--- src/source/axi3_consts.svh ---
// Width and depth constants shared by the package, the RTL and the testbench; include as needed
`ifndef AXI3_CONSTS_SVH
`define AXI3_CONSTS_SVH

// Transaction id and byte address widths
`define AXI3_ID_WID 4
`define AXI3_ADDR_WID 16

// Bytes per data beat
`define AXI3_DATA_BYTES 4
`define AXI3_DATA_WID (`AXI3_DATA_BYTES * 8)

// Memory depth in words
`define AXI3_MEM_WORDS 256

`endif

--- src/source/axi3_pkg.sv ---
// AXI3 burst, size and response encodings plus the channel payload structs used by the core
`default_nettype none
`include "axi3_consts.svh"

package axi3_pkg;

    typedef enum logic [1:0] {
        BURST_FIXED = 2'd0,
        BURST_INCR  = 2'd1,
        BURST_WRAP  = 2'd2
    } axburst_t;

    // Bytes per beat as a power of two
    typedef enum logic [2:0] {
        SIZE_1B   = 3'd0,
        SIZE_2B   = 3'd1,
        SIZE_4B   = 3'd2,
        SIZE_8B   = 3'd3,
        SIZE_16B  = 3'd4,
        SIZE_32B  = 3'd5,
        SIZE_64B  = 3'd6,
        SIZE_128B = 3'd7
    } axsize_t;

    typedef enum logic [1:0] {
        RESP_OKAY   = 2'd0,
        RESP_EXOKAY = 2'd1,
        RESP_SLVERR = 2'd2,
        RESP_DECERR = 2'd3
    } resp_t;

    // Shared by AW and AR
    typedef struct packed {
        logic [`AXI3_ID_WID-1:0]   id;
        logic [`AXI3_ADDR_WID-1:0] addr;
        logic [3:0]                len;
        axsize_t                   size;
        axburst_t                  burst;
    } ax_payload_t;

    typedef struct packed {
        logic [`AXI3_ID_WID-1:0]     id;
        logic [`AXI3_DATA_WID-1:0]   data;
        logic [`AXI3_DATA_BYTES-1:0] strb;
        logic                        last;
    } w_payload_t;

    typedef struct packed {
        logic [`AXI3_ID_WID-1:0] id;
        resp_t                   resp;
    } b_payload_t;

    typedef struct packed {
        logic [`AXI3_ID_WID-1:0]   id;
        logic [`AXI3_DATA_WID-1:0] data;
        resp_t                     resp;
        logic                      last;
    } r_payload_t;

endpackage

`default_nettype wire

--- src/source/response_builder.sv ---
// Builds B and R payloads from beat tags and memory results, stalling the decoder while one waits
`timescale 1ns/1ns
`default_nettype none
`include "axi3_consts.svh"

module response_builder (
    input  logic                          clk,
    input  logic                          reset,
    input  logic                          beat_valid,
    input  logic                          beat_is_read,
    input  logic [`AXI3_ID_WID-1:0]       beat_id,
    input  logic                          beat_last,
    input  logic [`AXI3_DATA_WID-1:0]     mem_rdata,
    input  logic                          mem_err,
    output logic                          stall,
    output logic                          b_valid,
    output axi3_pkg::b_payload_t          b_payload,
    input  logic                          b_ready,
    output logic                          r_valid,
    output axi3_pkg::r_payload_t          r_payload,
    input  logic                          r_ready
);
    import axi3_pkg::*;

    logic                    rd_beat;
    logic                    wr_beat;
    logic [`AXI3_ID_WID-1:0] r_id;
    logic                    r_last;
    logic [`AXI3_ID_WID-1:0] b_id;
    logic                    first_beat;
    logic                    err_acc;

    assign rd_beat = beat_valid && beat_is_read;
    assign wr_beat = beat_valid && !beat_is_read;

    // Memory output holds while stalled, so data is taken from it directly
    assign r_payload.id   = r_id;
    assign r_payload.data = mem_rdata;
    assign r_payload.resp = mem_err ? RESP_SLVERR : RESP_OKAY;
    assign r_payload.last = r_last;

    // Last beat error is still on mem_err while B waits
    assign b_payload.id   = b_id;
    assign b_payload.resp = (err_acc || mem_err) ? RESP_SLVERR : RESP_OKAY;

    assign stall = (r_valid && !r_ready) || (b_valid && !b_ready);

    always_ff @(posedge clk) begin
        if (reset) begin
            r_valid    <= 1'b0;
            b_valid    <= 1'b0;
            first_beat <= 1'b1;
        end else begin
            if (rd_beat) begin
                r_valid <= 1'b1;
            end else if (r_ready) begin
                r_valid <= 1'b0;
            end
            if (wr_beat && beat_last) begin
                b_valid <= 1'b1;
            end else if (b_ready) begin
                b_valid <= 1'b0;
            end
            if (wr_beat) begin
                first_beat <= beat_last;
            end
        end
    end

    always_ff @(posedge clk) begin
        if (rd_beat) begin
            r_id   <= beat_id;
            r_last <= beat_last;
        end
        if (wr_beat) begin
            // Fold in the previous beat of the same burst
            err_acc <= !first_beat && (err_acc || mem_err);
        end
        if (wr_beat && beat_last) begin
            b_id <= beat_id;
        end
    end

endmodule

`default_nettype wire

--- config.mk ---
export PLATFORM = sky130hd
export DESIGN_NAME = response_builder
export DESIGN_NICKNAME = d
export VERILOG_FILES = /design/src/source/axi3_pkg.sv /design/src/source/response_builder.sv
export VERILOG_INCLUDE_DIRS = /design/src /design/src/source
export SDC_FILE = /design/constraint.sdc
export NUM_CORES = 1
export LEC_CHECK = 0
export BUFFER_PORTS_ARGS = -buffer_cell sky130_fd_sc_hd__buf_2
export CAP_MARGIN = 40
export CELL_PAD_IN_SITES_DETAIL_PLACEMENT = 1
export CELL_PAD_IN_SITES_GLOBAL_PLACEMENT = 2
export CORE_MARGIN = 5
export CORE_UTILIZATION = 15
export DETAILED_ROUTE_END_ITERATION = 6
export PLACE_DENSITY_LB_ADDON = 0.3
export SETUP_SLACK_MARGIN = 0.2
export SLEW_MARGIN = 20
export SYNTH_ARGS = -nofsm -noshare
export SYNTH_HDL_FRONTEND = slang
export SYNTH_SLANG_ARGS = --single-unit
--- constraint.sdc ---
create_clock -name clk -period 1.29 [get_ports clk]
set_input_delay 0.129 -clock clk [delete_from_list [all_inputs] [get_ports clk]]
set_output_delay 0.129 -clock clk [all_outputs]
set_load 0.1 [all_outputs]
# == After elaboration in Yosys (flattened, before gate mapping) ==
# Index checks and enable logic that the tools add are counted.
# classes
n_mux,6
n_reduce_logical,14
# ops
op,count
logical AND 1 bit,6
zero test 1 bit,4
two-way mux 1 bit,4
two-way mux 2 bit,2
nonzero test 2 bit,2
logical OR 1 bit,2
# word_totals
ff_bits,13

# == Depth between registers and ports, before layout ==
# depth
depth_word,4
ltp_mapped,2
ltp_nobuf,2

# == Worst setup path before layout ==
# Ideal clock, no wire load.
# synth_timing
path_type,register -> output
startpoint,register b_valid
endpoint,output port stall
t_arrival_ps,1767
setup_slack_ps,-606
stages_incl_launch_ff,3
n_path_buf,0
path_cell_list,dfxtp_1 -> nand2b_1 -> nand2_1
# synth_between
elab_chain_cells,2
# synth_rtl
item,line_no,rtl
from (decl),response_builder.sv:16,"output logic b_valid,"
from (signal assigned),response_builder.sv:51,b_valid <= 1'b0;
from (signal assigned),response_builder.sv:60,b_valid <= 1'b1;
from (signal assigned),response_builder.sv:62,b_valid <= 1'b0;
logical AND 1 bit,response_builder.sv:46,assign stall = (r_valid && !r_ready) || (b_valid && !b_ready);
logical OR 1 bit,response_builder.sv:46,
to (decl),response_builder.sv:15,"output logic stall,"
# No other way between the ends.

==> impl_summary.log <==
INFO  metric hold_ws = 0.0709 ns
INFO  metric post_synth_num_cell_types = 13
INFO  metric worst_path_maximum_fanout = 2
INFO  metric p_sw = 0.000386 W
INFO  metric final_core_util = 17.1%
INFO  metric starting_utilization_of_the_core_area = 15.5%
INFO  metric grt_first_pass_wirelength = 2010 um
INFO  metric number_of_global_route_vias_before_repair = 395
INFO  metric routedLengthMet1 = 393 um
INFO  metric portBuffers = 25
INFO  metric critPathRequiredTime = 1.16 ns
INFO  metric nets = 104
INFO  metric routed-via-count = 370
INFO  metric synth.avg_cell_area = 11.4 um^2
INFO  metric dpl.hpwl = 1140 um
INFO  metric mappedNetlistArea = 738 um^2
INFO  metric report.final.slew_viol_count = 0
INFO  metric place_ws = 0.287 ns
INFO  metric p_int = 0.000758 W
INFO  metric timing.final.crit_share = 89.4%
INFO  metric routed_wl = 1350 um
INFO  metric nFillCells = 557
INFO  metric antenna_found_initial = 0
INFO  metric final.min_clock_period = 1.15 ns
INFO  metric crit_path_start_kind = register
INFO  metric final_cell_count_no_fill = 126
INFO  metric clockBufferDepth = 2
INFO  metric max_freq = 0.867 GHz
INFO  metric clock_insertion_delay_worst_skew = 0.24 ns
INFO  metric cts_buffers = 3
INFO  metric drv.max_cap_violation_count = 0
INFO  metric crit_arrival = 1.02 ns
INFO  metric netlist_instances = 65
INFO  metric avgViaCountPerCell = 2.94
INFO  metric clockPowerShare = 31.2%
INFO  metric grtUsageTotal = 4.18%
INFO  metric diodes = 0
INFO  metric synth.ff_latch_count = 13
INFO  metric floorplan.io_pins = 92
INFO  metric placement_rows = 25
INFO  metric post-cts-setup-buffer-count = 0
INFO  metric wl_per_cell = 10.7 um
INFO  metric critical_path.top_delay_family = flip-flops
INFO  metric cts.root.buffer_cell = sky130_fd_sc_hd__clkbuf_8
INFO  metric met2_wire_len = 653 um
INFO  metric path_cells = or2_4 -> buf_12
INFO  metric drt_iter0_markers = 8
INFO  metric cts_sinks = 13
INFO  metric combinationalPowerShare = 26.6%
INFO  metric synthToLayoutAreaGrowth = 10.2%
INFO  metric yosysWarningCount = 0
INFO  metric timing_worst_setup_path_type = register to output port
INFO  metric clk_pin_slew = 0.05 ns
INFO  metric place.gp.congestion = 0.611
INFO  metric cts_tree = built
INFO  metric drc = 0
INFO  metric die_area = 0.00642 mm^2
INFO  metric die-height = 80.2 um
INFO  metric met3RoutedLength = 261 um
INFO  metric powerDensity = 1410 mW/mm^2
INFO  metric dpl.cell_count = 122
INFO  metric post_route_cells_drive_above_1_share = 62.7%
INFO  metric swShare = 33.7%
INFO  metric setup-violations-final = 0
INFO  metric chipWidth = 80.2 um
INFO  metric drtPass1Iterations = 2
INFO  metric grt_setup_unrepaired = yes
INFO  metric layout_setup_ws = 0.137 ns
INFO  metric power.leakage = 0.357 nW
INFO  metric hold_viol = 0
INFO  metric topRoutingLayerUsed = met4
INFO  metric hold_path_class = input pin to register
INFO  metric critPathSlowestCell = sky130_fd_sc_hd__edfxtp_1
INFO  metric htree_levels = 1
INFO  metric cts-hold-fix-buffers = 0
INFO  metric sequential_element_share_of_the_synthesized_area = 48.8%
INFO  metric cp_bufs_invs = 1
INFO  metric critical_path.endpoint_type = output port
INFO  metric grt_start_max_net_pins = 8
INFO  metric max_stage_delay = 0.36 ns
INFO  metric placeableCoreArea = 0.00475 mm^2
INFO  metric p_seq_share = 42.1%
INFO  metric antenna_violating_nets_remaining = 0
INFO  metric irDropWorstVdd = 0.000263 V
INFO  metric final.setup_skew = 0.0000695 ns
INFO  metric run_status = finished clean
INFO  metric setup_total_negative_slack = 0 ns
INFO  metric congestion_overflow_gr = 0
logic make-up after synthesis:
family | after synthesis | share of synthesized area [%]
DFF | 13 | 48.8
AOI/OAI and AO/OA | 3 | 2.37
other | 1 | 0.508
buffers and inverters | 40 | 38.6
and+or+nand+nor | 8 | 9.66
Yosys cell counts:
master / number / area, um^2
sky130_fd_sc_hd__a21oi_1: 2 / 10.0
sky130_fd_sc_hd__and2_4: 1 / 8.76
sky130_fd_sc_hd__buf_4: 36 / 270
sky130_fd_sc_hd__conb_1: 1 / 3.75
sky130_fd_sc_hd__dfxtp_1: 3 / 60.1
sky130_fd_sc_hd__edfxtp_1: 10 / 300
sky130_fd_sc_hd__inv_1: 4 / 15.0
sky130_fd_sc_hd__nand2_1: 2 / 7.51
sky130_fd_sc_hd__nand2b_1: 2 / 12.5
sky130_fd_sc_hd__nand3b_4: 1 / 20.0
sky130_fd_sc_hd__nor2b_4: 1 / 13.8
sky130_fd_sc_hd__o211ai_1: 1 / 7.51
sky130_fd_sc_hd__or2_4: 1 / 8.76
state kept, by name (all words and copies together), names as in the netlist:
| signal | flops |
|---|---|
| b_id | 4 |
| b_valid | 1 |
| err_acc | 1 |
| first_beat | 1 |
| r_id | 4 |
| r_last | 1 |
| r_valid | 1 |
metrics by stage:
stage | instance area [um^2] | total power [W]
global placement | 711 | 0.000774
CTS | 798 | 0.00116
finish | 813 | 0.00114
floorplan | 757 | 0.00119
detailed placement | 711 | 0.000776
global route | 813 | 0.00119
cells in the final DEF, fill, tap and decap left out:
master                     netlist  routed
sky130_fd_sc_hd__a21oi_1         2       2
sky130_fd_sc_hd__and2_4          1       1
sky130_fd_sc_hd__buf_12          0       2
sky130_fd_sc_hd__buf_2           0      12
sky130_fd_sc_hd__buf_4          36      11
sky130_fd_sc_hd__clkbuf_1        0       1
sky130_fd_sc_hd__clkbuf_8        0       3
sky130_fd_sc_hd__conb_1          1       2
sky130_fd_sc_hd__dfxtp_1         3       1
sky130_fd_sc_hd__dfxtp_4         0       2
sky130_fd_sc_hd__edfxtp_1       10      10
sky130_fd_sc_hd__inv_1           4       4
sky130_fd_sc_hd__nand2_1         2       1
sky130_fd_sc_hd__nand2_4         0       1
sky130_fd_sc_hd__nand2b_4        0       2
sky130_fd_sc_hd__nand3b_4        1       1
sky130_fd_sc_hd__nor2b_4         1       1
sky130_fd_sc_hd__o211ai_1        1       1
sky130_fd_sc_hd__or2_4           1       1
what timing repair did:
action	CTS	global route
endpoints found under the setup margin	12	2
gates resized for setup	15	2
gates cloned	0	0
path summary, 6_finish.rpt:
kind	start	end	slack (ns)	cells past startpoint
setup reg to reg	err_acc	err_acc	0.28	2
hold reg to reg	first_beat	first_beat	0.50	2
hold / removal	reset	r_valid	0.07	2
setup / recovery	err_acc	b_payload[1]	0.14	2
final cells by class:
type	count	area (um^2)	share of cell area, %
timing repair buffer	25	183	22.5
sequential	13	368	45.2
tap	67	83.8	10.3
clock buffer	4	45.0	5.54
multi-input combinational	13	119	14.6
inverter	4	15.0	1.85
metal layers:
layer	global-route usage (%)	up-vias
met5	0	-
met4	3.89	0
met3	3.03	10
met2	6.95	36
met1	3.04	169
li1	-	155
power groups by stage:
stage / sequential, W / clock, W / combinational [W]
after CTS: 0.000481 / 0.000373 / 0.000305
after global placement: 0.000488 / 0 / 0.000286
after detailed placement: 0.000489 / 0 / 0.000288
final: 0.000482 / 0.000357 / 0.000305
after floorplan: 0.000615 / 0 / 0.000580
after global routing: 0.000484 / 0.000387 / 0.000315
(Power assumes the default switching activity.)
