$ cat config.mk
export PLATFORM = sky130hd
export DESIGN_NAME = burst_decoder
export DESIGN_NICKNAME = d
export VERILOG_FILES = /design/src/source/axi3_pkg.sv /design/src/source/burst_decoder.sv
export VERILOG_INCLUDE_DIRS = /design/src /design/src/source
export SDC_FILE = /design/constraint.sdc
export NUM_CORES = 1
export LEC_CHECK = 0
export ABC_AREA = 0
export BUFFER_PORTS_ARGS = -buffer_cell sky130_fd_sc_hd__buf_2
export CORE_MARGIN = 2
export CORE_UTILIZATION = 51
export DETAILED_ROUTE_END_ITERATION = 16
export PLACE_DENSITY = 0.82
export SLEW_MARGIN = 20
export SYNTH_ARGS = -nofsm -noshare
export SYNTH_HDL_FRONTEND = slang
export SYNTH_SLANG_ARGS = --single-unit
$ cat constraint.sdc
create_clock -name clk -period 4.95 [get_ports clk]
set_input_delay 0.99 -clock clk [delete_from_list [all_inputs] [get_ports clk]]
set_output_delay 0.99 -clock clk [all_outputs]
set_load 0.03 [all_outputs]
$ cat src/source/axi3_consts.svh
// Width and depth constants shared by the package, the RTL and the testbench; include as needed
`ifndef AXI3_CONSTS_SVH
`define AXI3_CONSTS_SVH

// Transaction id and byte address widths
`define AXI3_ID_WID 4
`define AXI3_ADDR_WID 16

// Bytes per data beat
`define AXI3_DATA_BYTES 4
`define AXI3_DATA_WID (`AXI3_DATA_BYTES * 8)

// Memory depth in words
`define AXI3_MEM_WORDS 256

`endif

$ cat src/source/axi3_pkg.sv
// AXI3 burst, size and response encodings plus the channel payload structs used by the core
`default_nettype none
`include "axi3_consts.svh"

package axi3_pkg;

    typedef enum logic [1:0] {
        BURST_FIXED = 2'd0,
        BURST_INCR  = 2'd1,
        BURST_WRAP  = 2'd2
    } axburst_t;

    // Bytes per beat as a power of two
    typedef enum logic [2:0] {
        SIZE_1B   = 3'd0,
        SIZE_2B   = 3'd1,
        SIZE_4B   = 3'd2,
        SIZE_8B   = 3'd3,
        SIZE_16B  = 3'd4,
        SIZE_32B  = 3'd5,
        SIZE_64B  = 3'd6,
        SIZE_128B = 3'd7
    } axsize_t;

    typedef enum logic [1:0] {
        RESP_OKAY   = 2'd0,
        RESP_EXOKAY = 2'd1,
        RESP_SLVERR = 2'd2,
        RESP_DECERR = 2'd3
    } resp_t;

    // Shared by AW and AR
    typedef struct packed {
        logic [`AXI3_ID_WID-1:0]   id;
        logic [`AXI3_ADDR_WID-1:0] addr;
        logic [3:0]                len;
        axsize_t                   size;
        axburst_t                  burst;
    } ax_payload_t;

    typedef struct packed {
        logic [`AXI3_ID_WID-1:0]     id;
        logic [`AXI3_DATA_WID-1:0]   data;
        logic [`AXI3_DATA_BYTES-1:0] strb;
        logic                        last;
    } w_payload_t;

    typedef struct packed {
        logic [`AXI3_ID_WID-1:0] id;
        resp_t                   resp;
    } b_payload_t;

    typedef struct packed {
        logic [`AXI3_ID_WID-1:0]   id;
        logic [`AXI3_DATA_WID-1:0] data;
        resp_t                     resp;
        logic                      last;
    } r_payload_t;

endpackage

`default_nettype wire

$ cat src/source/burst_decoder.sv
// Takes AW, W and AR payloads one burst at a time and issues one memory beat per cycle
`timescale 1ns/1ns
`default_nettype none
`include "axi3_consts.svh"

module burst_decoder (
    input  logic                          clk,
    input  logic                          reset,
    input  logic                          aw_valid,
    input  axi3_pkg::ax_payload_t         aw_payload,
    output logic                          aw_ready,
    input  logic                          w_valid,
    input  axi3_pkg::w_payload_t          w_payload,
    output logic                          w_ready,
    input  logic                          ar_valid,
    input  axi3_pkg::ax_payload_t         ar_payload,
    output logic                          ar_ready,
    input  logic                          stall,
    output logic                          mem_en,
    output logic                          mem_write,
    output logic [`AXI3_ADDR_WID-1:0]     mem_addr,
    output logic [`AXI3_DATA_WID-1:0]     mem_wdata,
    output logic [`AXI3_DATA_BYTES-1:0]   mem_strb,
    output logic                          beat_is_read,
    output logic [`AXI3_ID_WID-1:0]       beat_id,
    output logic                          beat_last
);
    import axi3_pkg::*;

    localparam int AW = `AXI3_ADDR_WID;
    localparam int OFF_WID = $clog2(`AXI3_DATA_BYTES);

    logic                    active;
    logic                    last_read;
    logic                    cur_read;
    logic [`AXI3_ID_WID-1:0] cur_id;
    logic [AW-1:0]           cur_addr;
    logic [3:0]              cur_len;
    logic [3:0]              beats_left;
    logic [2:0]              cur_shift;
    axburst_t                cur_burst;
    logic                    pick_read;
    logic                    pick_write;
    logic                    beat_go;
    ax_payload_t             sel;
    logic [2:0]              load_shift;
    logic [AW-1:0]           step;
    logic [AW-1:0]           wrap_mask;
    logic [AW-1:0]           next_addr;

    // Alternate when both kinds wait
    assign pick_read  = !active && ar_valid && (!aw_valid || !last_read);
    assign pick_write = !active && aw_valid && !pick_read;
    assign ar_ready = pick_read;
    assign aw_ready = pick_write;
    assign sel = pick_read ? ar_payload : aw_payload;

    // Sizes wider than the bus run at full width
    assign load_shift = (sel.size > 3'(OFF_WID)) ? 3'(OFF_WID) : sel.size;

    assign w_ready = active && !cur_read && !stall;
    assign beat_go = active && !stall && (cur_read || w_valid);

    assign mem_en       = beat_go;
    assign mem_write    = !cur_read;
    assign mem_addr     = cur_addr;
    assign mem_wdata    = w_payload.data;
    assign mem_strb     = w_payload.strb;
    assign beat_is_read = cur_read;
    assign beat_id      = cur_id;
    assign beat_last    = (beats_left == 4'd0);

    assign step = AW'(1) << cur_shift;
    // Wrap block is beat count times beat size
    assign wrap_mask = ((AW'(cur_len) + AW'(1)) << cur_shift) - AW'(1);

    always_comb begin
        case (cur_burst)
            BURST_FIXED: next_addr = cur_addr;
            BURST_WRAP:  next_addr = (cur_addr & ~wrap_mask) | ((cur_addr + step) & wrap_mask);
            default:     next_addr = (cur_addr & ~(step - AW'(1))) + step;
        endcase
    end

    always_ff @(posedge clk) begin
        if (reset) begin
            active    <= 1'b0;
            last_read <= 1'b0;
        end else if (pick_read || pick_write) begin
            active    <= 1'b1;
            last_read <= pick_read;
        end else if (beat_go && beat_last) begin
            active <= 1'b0;
        end
    end

    always_ff @(posedge clk) begin
        if (pick_read || pick_write) begin
            cur_read   <= pick_read;
            cur_id     <= sel.id;
            cur_addr   <= sel.addr;
            cur_len    <= sel.len;
            beats_left <= sel.len;
            cur_shift  <= load_shift;
            cur_burst  <= sel.burst;
        end else if (beat_go) begin
            cur_addr   <= next_addr;
            beats_left <= beats_left - 4'd1;
        end
    end

endmodule

`default_nettype wire

==> After elaboration in Yosys (flattened, before gate mapping) <==
Cells that the tools add are included.
{ "totals": {"ff_bits": 36, "latchBits": 0, "ram_bits": 0, "rom_bits": 0, "in_bits": 105, "wordCells": 57, "n_memories": 0} }
{ "op_classes": {"add_sub_neg": 6, "mul": 0, "div": 0, "n_lt_le_gt_ge": 1, "n_eq_ne": 2, "n_shift": 2, "n_mux": 8, "bitwise_logic": 6, "reduce_logical": 23} }
{ "op_table": {"columns": ["cell", "n"], "rows": [
  ["$and 16x16->16", 3],
  ["$add 16x16->16", 2],
  ["$mux 16", 2],
  ["$not 16->16", 2],
  ["$pmux 16 s2", 1],
  ["$sub 16x1->16 const B", 2],
  ["$mux 29", 1],
  ["$or 16x16->16", 1],
  ["$shl 1x3->16 const A", 1],
  ["$shl 5x3->16", 1],
  ["$logic_and 1x1->1", 9],
  ["$mux 4", 2],
  ["$logic_not 1->1", 6],
  ["$add 4x1->5 const B", 1],
  ["$logic_not 4->1", 1],
  ["$reduce_bool 2->1", 2],
  ["$sub 4x1->4 const B", 1],
  ["$gt 3x2->1 const B", 1],
  ["$logic_or 1x1->1", 3],
  ["$eq 2x2->1 const B", 1],
  ["$logic_not 2->1", 1],
  ["$mux 1", 2],
  ["$ne 2x2->1 const B", 1],
  ["$reduce_and 2->1", 1]
]} }

==> Logic depth before layout (Yosys ltp) <==
{ "depth": {"depth_word": 9, "depth_mapped": 16, "depth_no_buf": 14} }

==> Worst setup path after synthesis <==
Ideal clock, no wire load.
{ "synth_timing": {"kind": "register -> register", "start": "register cur_shift[0]", "end": "register (tool-made name)", "setup_ns": 0.261, "t_arrival_ns": 3.252, "required_time_ns": 4.689, "path_slack_ns": 1.437, "stages_incl_launch_ff": 15, "n_path_buf": 4, "path_cell_list": "edfxtp_1 -> buf_6 -> buf_12 -> buf_6 -> buf_2 -> nand3_1 -> ha_1 -> or4b_1 -> nor3_2 -> o2111ai_1 -> a211oi_2 -> o21bai_1 -> mux2i_1 -> nor4_1 -> o32a_1"} }
{ "synth_rtl": {"columns": ["element", "line", "text"], "rows": [
  ["start: declaration", "burst_decoder.sv:40", "logic [2:0] cur_shift;"],
  ["start signal: assignment", "burst_decoder.sv:104", "cur_shift <= load_shift;"]
]} }

==> flow_summary.toml <==
[route]
drt.antenna.violating_nets = 0
firstDrtPassIters = 6
drt-total-wl_um = 12940
routed_via_density = 6.151
vias = 4441
wl_per_cell_um = 17.92
drt_drc_violations_left = 0
detailedRoute.firstIterationViolations = 301

[finish]
num_antenna_cells = 0
utilization = 0.5498
area_growth_syn_to_layout_pct = 5.681
filler_cell_count = 838
final_layout_size_suffix_gt1_frac = 0.2166
area_occupied_by_multi_input_gates_sq_um = 2851
layout.nets = 734
finish.instance_area_sq_um = 4748
register_area_sq_um = 1061

[worst_setup_path]
rr_startpoint = "cur_shift[1]$_SDFFCE_PN1N_"
worstRegToRegCells = 11
setup.worst_path.start_class = "register"
cp.arrival_ns = 3.95
crit_type = "register to register"
cp_data_required_time_ns = 5.01
worst-r2r-setup-slack_ns = 1.06
timing.critical_path.to_type = "register"
crit_path_max_fanout = 11

[timing]
finish_stage_setup_viols = 0
slew_viol_final = 0
report.final.hold_viol_count = 0
unrepaired_setup_endpoints_after_global_routing = "false"
finalCriticalPeriod_ns = 3.891
fin_worst_skew_ns = 0.009560
slew-limit-headroom = 0.2186
timing_worst_slew_pin_value_ns = 1.170
post-route-period-util = 0.7860
post_route_setup_tns_ns = 0
fin_worst_hold_slack_ns = 0.4827
fmax_mhz = 257.0

[global_route]
grt_overflow = 0
grt_start_max_net_pins = 41
groute.layer.met3.usage = 0.04295
busiest_layer = "met2"
global_route.usage.total = 0.2651
grt_first_pass_wirelength_um = 20840
antenna_found_initial = 0
first_global_vias = 4181
grt_util_met2 = 0.4442
globalRouteMet1Util = 0.3429

[floorplanning]
initial_utilization = 0.5203
floorplan.rows = 34
io_pins = 168
die_width_um = 97.86
dieArea_sq_um = 9577
core_area_sq_um = 8636
floorplan.die.height_um = 97.86

[synthesis]
synth_top_cells_by_area = "edfxtp_1, nand2_1, buf_4"
post-synth-top-area-fraction = 0.2272
largest_area_contributor_in_the_netlist = "edfxtp_1"
synth_top_flop_cell = "edfxtp_1"
post_synth.cell_area_avg_sq_um = 7.828
post_synth_inst_count = 574
async_flop_share = 0
postSynthRegisterBits = 36
synthesis.nets = 695
synth_edf_count = 34
sequential_to_total_area_share_from_yosys_stat = 0.2361
netlist_top_cells_count = "nand2_1, nor2_1, a21oi_1"
post_synth_num_cell_types = 90
syn_area_sq_um = 4493
synth_most_common_cell = "nand2_1"
yosysWarnings = 0

[clocking]
cts.hold.buffers_added = 0
cts.sink_count = 36
htree_num_levels = 2
cts_tree = "done"
postCtsResizedCells = 0
worstSkewPairLatency_ns = 0.30
cts_setup_buffers = 0
clkTransAtPathRegs_ns = 0.08
cts_made_buffers = 5
cts.path.max_buffers = 2
clock_tree.root_cell = "clkbuf_8"

[worst_hold_path]
holdPathEnd = "last_read$_SDFFE_PP0N_"
min_delay_path_depth = 2
hold_path.startpoint = "last_read$_SDFFE_PP0N_"
timing.hold.worst.class = "register to register"

[place]
dp.final_hpwl_um = 9734
detailed_place.area_sq_um = 4656
finalWeightedCongestion = 0.9418
numPortBuffers = 90

[outcome]
run_status = "finished, final reports clean"

[flow_run]
drv.max_cap_violation_count = 0

[power]
pwr_density_cell_nw_per_um2 = 312.9
peakVddDrop_mv = 0.2085
design_power_total_mw = 1.486
power_leakage_nw = 1.981
==> kinds of logic after synthesis <==
kind of cell,after synthesis,synth area share
AND/OR/NAND/NOR,233,0.2651
other,1,0.0008346
multiplexers,4,0.01002
flip-flops,36,0.2361
adder cells (fa/ha/maj),17,0.04845
AO/OA/AOI/OAI,158,0.2442
XOR/XNOR,33,0.06600
buffers and inverters,92,0.1292
==> layout by cell type, fill, tap and decap left out, types with 4 or more instances in the layout <==
cell type,Yosys,routed
o22ai_1,4,4
a31oi_1,5,5
nand2_1,76,76
inv_1,24,24
nand3_1,18,18
nor3_1,16,16
buf_4,37,8
a22oi_1,6,6
nor2_1,56,56
o21ai_1,4,4
nand3b_1,5,5
and2_1,6,6
xnor2_1,22,22
clkbuf_8,4,5
nor2b_1,6,6
ha_1,15,15
edfxtp_1,34,34
a211o_1,4,4
xor2_1,10,10
a21oi_1,46,46
o21ai_0,27,27
buf_2,2,90
nand2b_1,8,8
or3_1,10,10
==> stage by stage <==
| step | setup WS (ns) | instances |
|---|---|---|
| floorplan | 1.437 | 574 |
| global placement | 1.174 | 714 |
| detailed placement | 1.111 | 714 |
| CTS | 1.109 | 722 |
| global route | 0.8169 | 722 |
| finish | 1.059 | 722 |
==> worst max path at each step <==
stage / start / endpoint / slack (ns) / cells past startpoint
after floorplan: cur_shift[0]$_SDFFCE_PN0N_ / register / 1.44 / 14
after global placement: cur_shift[1]$_SDFFCE_PN1N_ / register / 1.17 / 11
after detailed placement: cur_shift[1]$_SDFFCE_PN1N_ / register / 1.11 / 11
after CTS: cur_shift[1]$_SDFFCE_PN1N_ / register / 1.11 / 11
after global routing: cur_shift[1]$_SDFFCE_PN1N_ / register / 0.82 / 14
final: cur_shift[1]$_SDFFCE_PN1N_ / register / 1.06 / 11
==> area by class of cell <==
| cell class | instances | share of cell area |
|---|---|---|
| clock buffer | 5 | 0.01449 |
| clock inverter | 3 | 0.005007 |
| inverter | 26 | 0.02055 |
| multi-input combinational | 446 | 0.6005 |
| sequential | 36 | 0.2235 |
| tap | 108 | 0.02846 |
| timing repair buffer | 98 | 0.1075 |
==> worst max-delay path, stage by stage (launching register included) <==
cell,delay (ns)
edfxtp_1,0.54
nor2_1,0.45
nand2_1,0.21
ha_1,0.25
or4b_1,0.53
o32ai_2,0.19
o2111ai_1,0.23
a211oi_2,0.44
o21bai_1,0.18
mux2i_1,0.18
nor4_1,0.06
o32a_1,0.38
==> report_power, final <==
group,leakage [nW],total (mW),switching [mW],internal [mW]
clock,0.0404,0.224,0.124,0.0998
sequential,0.354,0.489,0.0815,0.407
combinational,1.59,0.773,0.485,0.288
total,1.98,1.49,0.690,0.795
==> per-layer routing <==
layer / up-vias / routed length, um
met5: - / 0
met4: 0 / 307
met3: 34 / 1121
met2: 232 / 6178
met1: 2049 / 5332
li1: 2126 / -
Power figures use the tool's default switching activity.
