==> config.mk <==
export PLATFORM = sky130hd
export DESIGN_NAME = axi3_bus_adapter
export DESIGN_NICKNAME = d
export VERILOG_FILES = /design/src/source/axi3_pkg.sv /design/src/source/axi3_bus_adapter.sv
export VERILOG_INCLUDE_DIRS = /design/src /design/src/source
export SDC_FILE = /design/constraint.sdc
export NUM_CORES = 1
export LEC_CHECK = 0
export BUFFER_PORTS_ARGS = -buffer_cell sky130_fd_sc_hd__buf_4
export CELL_PAD_IN_SITES_DETAIL_PLACEMENT = 1
export CELL_PAD_IN_SITES_GLOBAL_PLACEMENT = 2
export CORE_MARGIN = 2
export CORE_UTILIZATION = 24
export DETAILED_ROUTE_END_ITERATION = 8
export PLACE_DENSITY_LB_ADDON = 0.12
export REMOVE_ABC_BUFFERS = 1
export SYNTH_ARGS = -nofsm -noshare
export SYNTH_HDL_FRONTEND = slang
export SYNTH_SLANG_ARGS = --single-unit
export TNS_END_PERCENT = 1
==> constraint.sdc <==
create_clock -name clk -period 2 [get_ports clk]
set_input_delay 0 -clock clk [delete_from_list [all_inputs] [get_ports clk]]
set_output_delay 0 -clock clk [all_outputs]
set_load 0.01 [all_outputs]
==> src/source/axi3_consts.svh <==
// Width and depth constants shared by the package, the RTL and the testbench; include as needed
`ifndef AXI3_CONSTS_SVH
`define AXI3_CONSTS_SVH

// Transaction id and byte address widths
`define AXI3_ID_WID 4
`define AXI3_ADDR_WID 16

// Bytes per data beat
`define AXI3_DATA_BYTES 4
`define AXI3_DATA_WID (`AXI3_DATA_BYTES * 8)

// Memory depth in words
`define AXI3_MEM_WORDS 256

`endif

==> src/source/axi3_pkg.sv <==
// AXI3 burst, size and response encodings plus the channel payload structs used by the core
`default_nettype none
`include "axi3_consts.svh"

package axi3_pkg;

    typedef enum logic [1:0] {
        BURST_FIXED = 2'd0,
        BURST_INCR  = 2'd1,
        BURST_WRAP  = 2'd2
    } axburst_t;

    // Bytes per beat as a power of two
    typedef enum logic [2:0] {
        SIZE_1B   = 3'd0,
        SIZE_2B   = 3'd1,
        SIZE_4B   = 3'd2,
        SIZE_8B   = 3'd3,
        SIZE_16B  = 3'd4,
        SIZE_32B  = 3'd5,
        SIZE_64B  = 3'd6,
        SIZE_128B = 3'd7
    } axsize_t;

    typedef enum logic [1:0] {
        RESP_OKAY   = 2'd0,
        RESP_EXOKAY = 2'd1,
        RESP_SLVERR = 2'd2,
        RESP_DECERR = 2'd3
    } resp_t;

    // Shared by AW and AR
    typedef struct packed {
        logic [`AXI3_ID_WID-1:0]   id;
        logic [`AXI3_ADDR_WID-1:0] addr;
        logic [3:0]                len;
        axsize_t                   size;
        axburst_t                  burst;
    } ax_payload_t;

    typedef struct packed {
        logic [`AXI3_ID_WID-1:0]     id;
        logic [`AXI3_DATA_WID-1:0]   data;
        logic [`AXI3_DATA_BYTES-1:0] strb;
        logic                        last;
    } w_payload_t;

    typedef struct packed {
        logic [`AXI3_ID_WID-1:0] id;
        resp_t                   resp;
    } b_payload_t;

    typedef struct packed {
        logic [`AXI3_ID_WID-1:0]   id;
        logic [`AXI3_DATA_WID-1:0] data;
        resp_t                     resp;
        logic                      last;
    } r_payload_t;

endpackage

`default_nettype wire

==> src/source/axi3_bus_adapter.sv <==
// Terminates the AXI3 subordinate ports into payload buses, each through a one-entry register slice
`timescale 1ns/1ns
`default_nettype none
`include "axi3_consts.svh"

module axi3_bus_adapter (
    input  logic                          clk,
    input  logic                          reset,
    // AXI3 subordinate side
    input  logic                          awvalid,
    input  logic [`AXI3_ID_WID-1:0]       awid,
    input  logic [`AXI3_ADDR_WID-1:0]     awaddr,
    input  logic [3:0]                    awlen,
    input  logic [2:0]                    awsize,
    input  logic [1:0]                    awburst,
    output logic                          awready,
    input  logic                          wvalid,
    input  logic [`AXI3_ID_WID-1:0]       wid,
    input  logic [`AXI3_DATA_WID-1:0]     wdata,
    input  logic [`AXI3_DATA_BYTES-1:0]   wstrb,
    input  logic                          wlast,
    output logic                          wready,
    output logic                          bvalid,
    output logic [`AXI3_ID_WID-1:0]       bid,
    output logic [1:0]                    bresp,
    input  logic                          bready,
    input  logic                          arvalid,
    input  logic [`AXI3_ID_WID-1:0]       arid,
    input  logic [`AXI3_ADDR_WID-1:0]     araddr,
    input  logic [3:0]                    arlen,
    input  logic [2:0]                    arsize,
    input  logic [1:0]                    arburst,
    output logic                          arready,
    output logic                          rvalid,
    output logic [`AXI3_ID_WID-1:0]       rid,
    output logic [`AXI3_DATA_WID-1:0]     rdata,
    output logic [1:0]                    rresp,
    output logic                          rlast,
    input  logic                          rready,
    // Core side
    output logic                          aw_valid,
    output axi3_pkg::ax_payload_t         aw_payload,
    input  logic                          aw_ready,
    output logic                          w_valid,
    output axi3_pkg::w_payload_t          w_payload,
    input  logic                          w_ready,
    output logic                          ar_valid,
    output axi3_pkg::ax_payload_t         ar_payload,
    input  logic                          ar_ready,
    input  logic                          b_valid,
    input  axi3_pkg::b_payload_t          b_payload,
    output logic                          b_ready,
    input  logic                          r_valid,
    input  axi3_pkg::r_payload_t          r_payload,
    output logic                          r_ready
);
    import axi3_pkg::*;

    // Slot order is aw, w, ar, b, r; the widest payload sets the slot width
    localparam int NCH = 5;
    localparam int SW = $bits(w_payload_t);

    ax_payload_t    aw_in;
    ax_payload_t    ar_in;
    w_payload_t     w_in;
    b_payload_t     b_out;
    r_payload_t     r_out;
    logic           live;
    logic [NCH-1:0] in_valid;
    logic [NCH-1:0] in_ready;
    logic [NCH-1:0] out_valid;
    logic [NCH-1:0] out_ready;
    logic [SW-1:0]  in_data [NCH];
    logic [SW-1:0]  out_data [NCH];

    assign aw_in.id    = awid;
    assign aw_in.addr  = awaddr;
    assign aw_in.len   = awlen;
    assign aw_in.size  = axsize_t'(awsize);
    assign aw_in.burst = axburst_t'(awburst);

    assign w_in.id   = wid;
    assign w_in.data = wdata;
    assign w_in.strb = wstrb;
    assign w_in.last = wlast;

    assign ar_in.id    = arid;
    assign ar_in.addr  = araddr;
    assign ar_in.len   = arlen;
    assign ar_in.size  = axsize_t'(arsize);
    assign ar_in.burst = axburst_t'(arburst);

    assign in_valid = {r_valid, b_valid, arvalid, wvalid, awvalid};
    assign out_ready = {rready, bready, ar_ready, w_ready, aw_ready};
    assign {r_ready, b_ready, arready, wready, awready} = in_ready;
    assign {rvalid, bvalid, ar_valid, w_valid, aw_valid} = out_valid;

    assign in_data[0] = SW'(aw_in);
    assign in_data[1] = SW'(w_in);
    assign in_data[2] = SW'(ar_in);
    assign in_data[3] = SW'(b_payload);
    assign in_data[4] = SW'(r_payload);

    assign aw_payload = ax_payload_t'(out_data[0][$bits(ax_payload_t)-1:0]);
    assign w_payload  = w_payload_t'(out_data[1]);
    assign ar_payload = ax_payload_t'(out_data[2][$bits(ax_payload_t)-1:0]);
    assign b_out      = b_payload_t'(out_data[3][$bits(b_payload_t)-1:0]);
    assign r_out      = r_payload_t'(out_data[4][$bits(r_payload_t)-1:0]);

    assign bid   = b_out.id;
    assign bresp = b_out.resp;
    assign rid   = r_out.id;
    assign rdata = r_out.data;
    assign rresp = r_out.resp;
    assign rlast = r_out.last;

    // Keeps every ready low for the first cycle out of reset
    always_ff @(posedge clk) begin
        if (reset) begin
            live <= 1'b0;
        end else begin
            live <= 1'b1;
        end
    end

    for (genvar i = 0; i < NCH; i++) begin : g_slice
        logic          full;
        logic [SW-1:0] hold;

        // Refill in the same cycle the held entry drains
        assign in_ready[i] = live && (!full || out_ready[i]);
        assign out_valid[i] = full;
        assign out_data[i] = hold;

        always_ff @(posedge clk) begin
            if (reset) begin
                full <= 1'b0;
            end else if (in_ready[i]) begin
                full <= in_valid[i];
            end
        end

        always_ff @(posedge clk) begin
            if (in_valid[i] && in_ready[i]) begin
                hold <= in_data[i];
            end
        end
    end

endmodule

`default_nettype wire

Word-level counts from Yosys, hierarchy flattened:

Index checks and enable logic that the tools add are counted.

* latch bits: 0
* logic and storage cells: 32
* input port bits: 156
* memories kept: 0
* output and inout bits: 154
* ROM bits: 0
* bits in registers: 150
* bits in writable memories: 0

* reduce and logical (&&, ||, !) cells: 20
* $mul: 0
* eq/ne operators: 0
* $add $sub $neg: 0
* order comparisons: 0
* shifts and indexed selects: 0
* mux-type cells: 1
* divide/modulo/power cells: 0
* bitwise logic cells: 0

Operator list (count)
* 1-bit logical AND: 10
* 1-bit logical NOT: 5
* 1-bit logical OR: 5
* 1-bit two-way mux: 1

Logic depth before layout (Yosys ltp):

Gate-level depths: netlist of run 1.

* depth after elaboration: 4
* depth in mapped cells: 3
* mapped depth without buffers: 2

Worst setup path after synthesis of run 1:

OpenSTA, ideal clock, no wires.

* path type: flip-flop to flip-flop
* start: register live
* end: register g_slice[1].hold[0] (netlist: w_payload[0]) (enable)
* path buffers: 1
* slack: -0.158 ns
* setup time: 0.413 ns
* period minus slack after synthesis: 2.158 ns
* required time: 1.587 ns
* stages on the path, launching flop included: 4
* arrival time: 1.745 ns
* cell sequence: dfxtp_1 -> buf_6 -> nand2_2 -> a21oi_2

* word-level cells in the longest chain between the ends: 2

RTL lines
* start, declared: line axi3_bus_adapter.sv:68 `logic live;`
* start signal, assigned: line axi3_bus_adapter.sv:120 `live <= 1'b0;`
* start signal, assigned: line axi3_bus_adapter.sv:122 `live <= 1'b1;`
* 1-bit logical AND: line axi3_bus_adapter.sv:131 `assign in_ready[i] = live && (!full || out_ready[i]);`
* 1-bit logical AND: line axi3_bus_adapter.sv:144 `if (in_valid[i] && in_ready[i]) begin`
* end signal, assigned: line axi3_bus_adapter.sv:145 `hold <= in_data[i];`
* end, declared: line axi3_bus_adapter.sv:128 `logic [SW-1:0] hold;`

Every way passes these cells.
A chain may end at the register's enable or synchronous reset.

Worst setup path after layout of run 1:

* start: register live
* end: register g_slice[3].full (netlist: bvalid)

* word-level cells in the longest chain between the ends: 1

RTL lines
* 1-bit logical AND: line axi3_bus_adapter.sv:131
* end signal, assigned: line axi3_bus_adapter.sv:139 `full <= in_valid[i];`
* end, declared: line axi3_bus_adapter.sv:127 `logic full;`

Every way passes these cells.

==> results.md, run 1 <==
* Status: complete, no violations
* Fin util at 49.7%
* Die W at 144 um
* Setup Skew at 14.3 ps
* Ys flop type: edfxtp_1
* CP max FO at 12
* FF+latch count, synth at 150
* H-tree levels at 4
* Top cells by area, synth: edfxtp_1, dfxtp_1, a21oi_2, a21boi_2, a21bo_2
* Initial antenna violation count at 0
* Dominant cell type by area after synthesis: edfxtp_1
* Final Cell Area at 9620 um^2
* Detailed Route Iter0 Violations at 118
* CP Class: reg2reg
* Hold-fix buffers at CTS at 154
* N_diodes at 0
* Overall routing resource usage at 14.8%
* Final Hold Slack at 99.7 ps
* TritonCTS Buffers at 17
* Maximum clock rate at 594 MHz
* RSZ-0062 raised after global routing: no
* Core Box Area at 19,300 um^2
* Final hold violation count at 0
* Mapped Area at 4700 um^2
* Via count at 3,614
* Worst path cell trace: buf_4 > a21bo_2 > a21oi_2 > dlygate4sd3_1
* Maximum vdd ir drop at 0.533 mV
* Final setup fails at 0
* Max cap viols at 0
* Crit path launch type: register
* Global route total overflow at 0
* PwrDens at 843 nW/um^2
* Rows at 51
* Critical Path Sink Type: register
* Clk_lat worst skew at 420 ps
* Pins Over Slew Limit at 0
* Layout cells sized above 1 at 54.3%
* Setup TNS at 0 ps
* Ys async rst share at 0%
* Final Cycle Share at 84.1%
* Post-cts gate resize count at 0
* CP max stage cell: dfxtp_1
* Die Ht at 144 um
* CP required at 2300 ps
* WL/cell at 16.6 um
* Initial Util at 24.3%
* First-pass GRT wire length at 22.5 mm
* # DRC at 0
* Post-synth top cells: edfxtp_1, a21oi_2, dfxtp_1, inv_1
* I/O Pins at 310
* Max_slew headroom at 66.7%
* Nets at 824
* Yosys cell types at 8
* TritonRoute pass-1 iters at 4
* Bufs on Longest Clock Path at 2
* Clock-pin slew of the registers on the worst-case setup and hold paths at 60 ps
* Fin crit period at 1680 ps
* Register area share after synthesis at 94.5%
* Post-synth EDFFs at 144
* Final ANT Viol Nets at 0
* Final wirelength at 15.7 mm
* Area grow syn2layout at 104%
* Clk root buf: clkbuf_16
* DPL Wire Length at 10.6 mm
* Critical path's largest stage delay at 630 ps
* Post-CTS Setup Inserts at 0
* DP Area at 7430 um^2
* Largest net degree at the start of global routing at 42
* Mapped Avg Cell Area at 25.8 um^2
* WP data arrival at 1980 ps
* Pleak at 3.98 nW
* Tightest Pin Transition at 498 ps
* Most numerous cell in the Yosys netlist: edfxtp_1
* Vias per cell at 3.82
* HP Class: in2reg
* Total number of yosys warnings at 0
* Post-Syn Instances at 182
* CTS tree: yes
* Die area at 20,700 um^2
* Clock sinks at 150
* Top cell type's share of synthesized area at 91.9%
* Buffers added on ports at 309
* Global placer's final weighted congestion at 0.675
* Vias in the first global route at 4,065
==> area by class of cell <==
type / instances / area [um^2]
Sequential cell: 150 / 4440
Multi-Input combinational cell: 25 / 248
Fill cell: 1908 / 9720
Timing Repair Buffer: 468 / 3920
Tap cell: 265 / 332
Clock buffer: 18 / 429
Clock inverter: 13 / 219
Inverter: 6 / 22.5
==> per-stage QoR <==
step / instances / worst slack, ps / total power [mW]
finish: 945 / 317 / 8.11
global placement: 760 / 405 / 4.36
global route: 945 / 192 / 8.40
floorplan: 181 / -234 / 3.87
detailed placement: 760 / 350 / 4.37
CTS: 945 / 288 / 8.21
==> registers in the layout (all words and copies together), names as in the netlist <==
register and flops:
g_slice.hold 103, aw_valid 1, bvalid 1, ar_valid 1, rvalid 1, live 1
w_valid 1, w_payload 41
==> where the power goes <==
part           switching [mW]  total, mW  internal [mW]  leakage [nW]
sequential             0.0491       3.66           3.61          1.40
combinational           0.328      0.900          0.573          2.28
clock                    1.32       3.55           2.23         0.306
==> cells in the final DEF, fill, tap and decap left out, types with 2 or more instances in the layout <==
master	count
clkbuf_16	17
inv_6	4
clkinvlp_4	3
buf_12	2
bufinv_16	5
a21bo_2	5
dfxtp_1	6
nand2_2	5
buf_4	312
inv_1	6
edfxtp_1	144
dlygate4sd3_1	154
a21oi_4	3
a21oi_2	7
a21boi_2	5
==> cell families after synthesis <==
| family | count (synthesis) | share of synthesized area, % |
|---|---|---|
| buffers and inverters | 7 | 0.718 |
| AOI/OAI and AO/OA | 20 | 4.12 |
| and+or+nand+nor | 5 | 0.665 |
| DFF | 150 | 94.5 |
==> routing by layer <==
| layer | GRT usage, % | vias up | wire length, um | part of all wire, % |
|---|---|---|---|---|
| met5 | 0 | - | 0 | 0 |
| met3 | 5.20 | 19 | 1080 | 6.9 |
| met4 | 5.37 | 0 | 239 | 1.5 |
| li1 | - | 1689 | - | - |
| met1 | 15.0 | 1763 | 5440 | 35 |
| met2 | 27.9 | 143 | 8910 | 57 |
==> worst paths after layout <==
| path | depth (start not counted) | startpoint | slack (ps) | endpoint |
|---|---|---|---|---|
| worst min-delay path | 3 | bready | 100 | g_slice[3].hold[5] |
| worst min register to register | 1 | bvalid | 720 | g_slice[3].hold[5] |
| worst max register to register | 4 | live | 320 | bvalid |
| worst max-delay path | 4 | live | 320 | bvalid |
==> critical path, delay by kind of cell, from the launching register on <==
kind | cells | cell delay (ps)
buffers and inverters | 2 | 760
DFF | 1 | 630
AOI/OAI and AO/OA | 2 | 180
No activity file was read; power rests on OpenSTA's default activity.
==> run 2, diff against run 1 <==
--- a/config.mk
+++ b/config.mk
@@ -6,11 +6,12 @@
 export SDC_FILE = /design/constraint.sdc
 export NUM_CORES = 1
 export LEC_CHECK = 0
+export ABC_AREA = 1
 export BUFFER_PORTS_ARGS = -buffer_cell sky130_fd_sc_hd__buf_4
 export CELL_PAD_IN_SITES_DETAIL_PLACEMENT = 1
 export CELL_PAD_IN_SITES_GLOBAL_PLACEMENT = 2
 export CORE_MARGIN = 2
-export CORE_UTILIZATION = 24
+export CORE_UTILIZATION = 27
 export DETAILED_ROUTE_END_ITERATION = 8
 export PLACE_DENSITY_LB_ADDON = 0.12
 export REMOVE_ABC_BUFFERS = 1
==> constraint.sdc (replaced) <==
create_clock -name clk -period 1.7 [get_ports clk]
set_input_delay 0 -clock clk [delete_from_list [all_inputs] [get_ports clk]]
set_output_delay 0 -clock clk [all_outputs]
set_load 0.01 [all_outputs]
==> run 2 against run 1 <==
  * The run now fails in 4_1_cts
  * Synthesized cell count grew 8.2%
  * Area after synthesis down 0.27%
==> results.md, run 2 <==
* Pre-CTS WS at 435 ps
* FF+latch count, synth at 150
* Top cells by area, synth: edfxtp_1, dfxtp_1, inv_1, nand3_2, a21o_2
* Post-Syn Instances at 197
* Ys flop type: edfxtp_1
* Post-cts gate resize count at 0
* Mapped Area at 4690 um^2
* Hold-fix buffers at CTS at 155
* Mapped Avg Cell Area at 23.8 um^2
* Global placer's final weighted congestion at 0.683
* Total number of yosys warnings at 0
* Rows at 48
* Buffers added on ports at 309
* Top cell type's share of synthesized area at 92.2%
* Post-CTS Setup Inserts at 0
* DPL Wire Length at 9.89 mm
* Die Ht at 136 um
* Status: did not finish
* Clk root buf: clkbuf_16
* Dominant cell type by area after synthesis: edfxtp_1
* Post-synth top cells: edfxtp_1, inv_1, nand2_1, dfxtp_1
* Failing step: 4_1_cts
* I/O Pins at 310
* Post-synth EDFFs at 144
* H-tree levels at 4
* Die W at 136 um
* Register area share after synthesis at 94.7%
* TritonCTS Buffers at 17
* Bufs on Longest Clock Path at 2
* Most numerous cell in the Yosys netlist: edfxtp_1
* Ys async rst share at 0%
* Error msg: [ERROR RSZ-0060] Max buffer count reached.
* Initial Util at 27.4%
* Clock sinks at 150
* Yosys cell types at 8
## run 2: logic make-up after synthesis
group	synth area share [%]
and+or+nand+nor	1.87
buffers and inverters	1.92
AOI/OAI and AO/OA	1.47
DFF	94.7
## run 2: stage by stage
| step | instance area (um^2) | hold slack, ps | cells | utilization, % |
|---|---|---|---|---|
| after global placement | 7380 | 178 | 736 | 43.1 |
| after detailed placement | 7380 | 179 | 736 | 43.1 |
| after floorplan | 4680 | 56.5 | 196 | - |
==> run 3, diff against run 2 <==
--- a/config.mk
+++ b/config.mk
@@ -8,12 +8,10 @@
 export LEC_CHECK = 0
 export ABC_AREA = 1
 export BUFFER_PORTS_ARGS = -buffer_cell sky130_fd_sc_hd__buf_4
-export CELL_PAD_IN_SITES_DETAIL_PLACEMENT = 1
-export CELL_PAD_IN_SITES_GLOBAL_PLACEMENT = 2
-export CORE_MARGIN = 2
-export CORE_UTILIZATION = 27
+export CORE_AREA = 2 2 122 124
 export DETAILED_ROUTE_END_ITERATION = 8
-export PLACE_DENSITY_LB_ADDON = 0.12
+export DIE_AREA = 0 0 124 126
+export PLACE_DENSITY_LB_ADDON = 0.15
 export REMOVE_ABC_BUFFERS = 1
 export SYNTH_ARGS = -nofsm -noshare
 export SYNTH_HDL_FRONTEND = slang
==> run 3 against run 2 <==
  * The flow again stops in 4_1_cts
  * Area after synthesis unchanged
  * Synthesized cell count is the same
==> results.md, run 3 <==
* Top cells by area, synth: edfxtp_1, dfxtp_1, inv_1, nand3_2, a21o_2
* I/O Pins at 310
* H-tree levels at 4
* DPL Wire Length at 8.82 mm
* Top cell type's share of synthesized area at 92.2%
* Failing step: 4_1_cts
* Post-synth EDFFs at 144
* Post-cts gate resize count at 0
* Rows at 44
* Bufs on Longest Clock Path at 2
* Mapped Avg Cell Area at 23.8 um^2
* Register area share after synthesis at 94.7%
* Yosys cell types at 8
* Ys async rst share at 0%
* Dominant cell type by area after synthesis: edfxtp_1
* Most numerous cell in the Yosys netlist: edfxtp_1
* Post-Syn Instances at 197
* TritonCTS Buffers at 17
* Inst Count DP at 695
* Post-synth top cells: edfxtp_1, inv_1, nand2_1, dfxtp_1
* Post-CTS Setup Inserts at 0
* Die Ht at 126 um
* Initial Util at 32.8%
* FF+latch count, synth at 150
* Status: did not finish
* Buffers added on ports at 309
* Clock sinks at 150
* Clk root buf: clkbuf_16
* Die W at 124 um
* Ys flop type: edfxtp_1
* Error msg: [ERROR RSZ-0060] Max buffer count reached.
* Total number of yosys warnings at 0
* Mapped Area at 4690 um^2
* Global placer's final weighted congestion at 0.716
* Hold-fix buffers at CTS at 147
-- run 3: logic make-up after synthesis --
| family | share of synthesized area (%) |
|---|---|
| flip-flops | 94.7 |
| AND/OR/NAND/NOR | 1.87 |
| buffers and inverters | 1.92 |
| AO/OA/AOI/OAI | 1.47 |
-- run 3: through the flow --
stage / instance area [um^2] / TNS (ps) / setup WS, ps
detailed placement: 7320 / 0 / 308
global placement: 7320 / 0 / 333
floorplan: 4680 / -16710 / -229
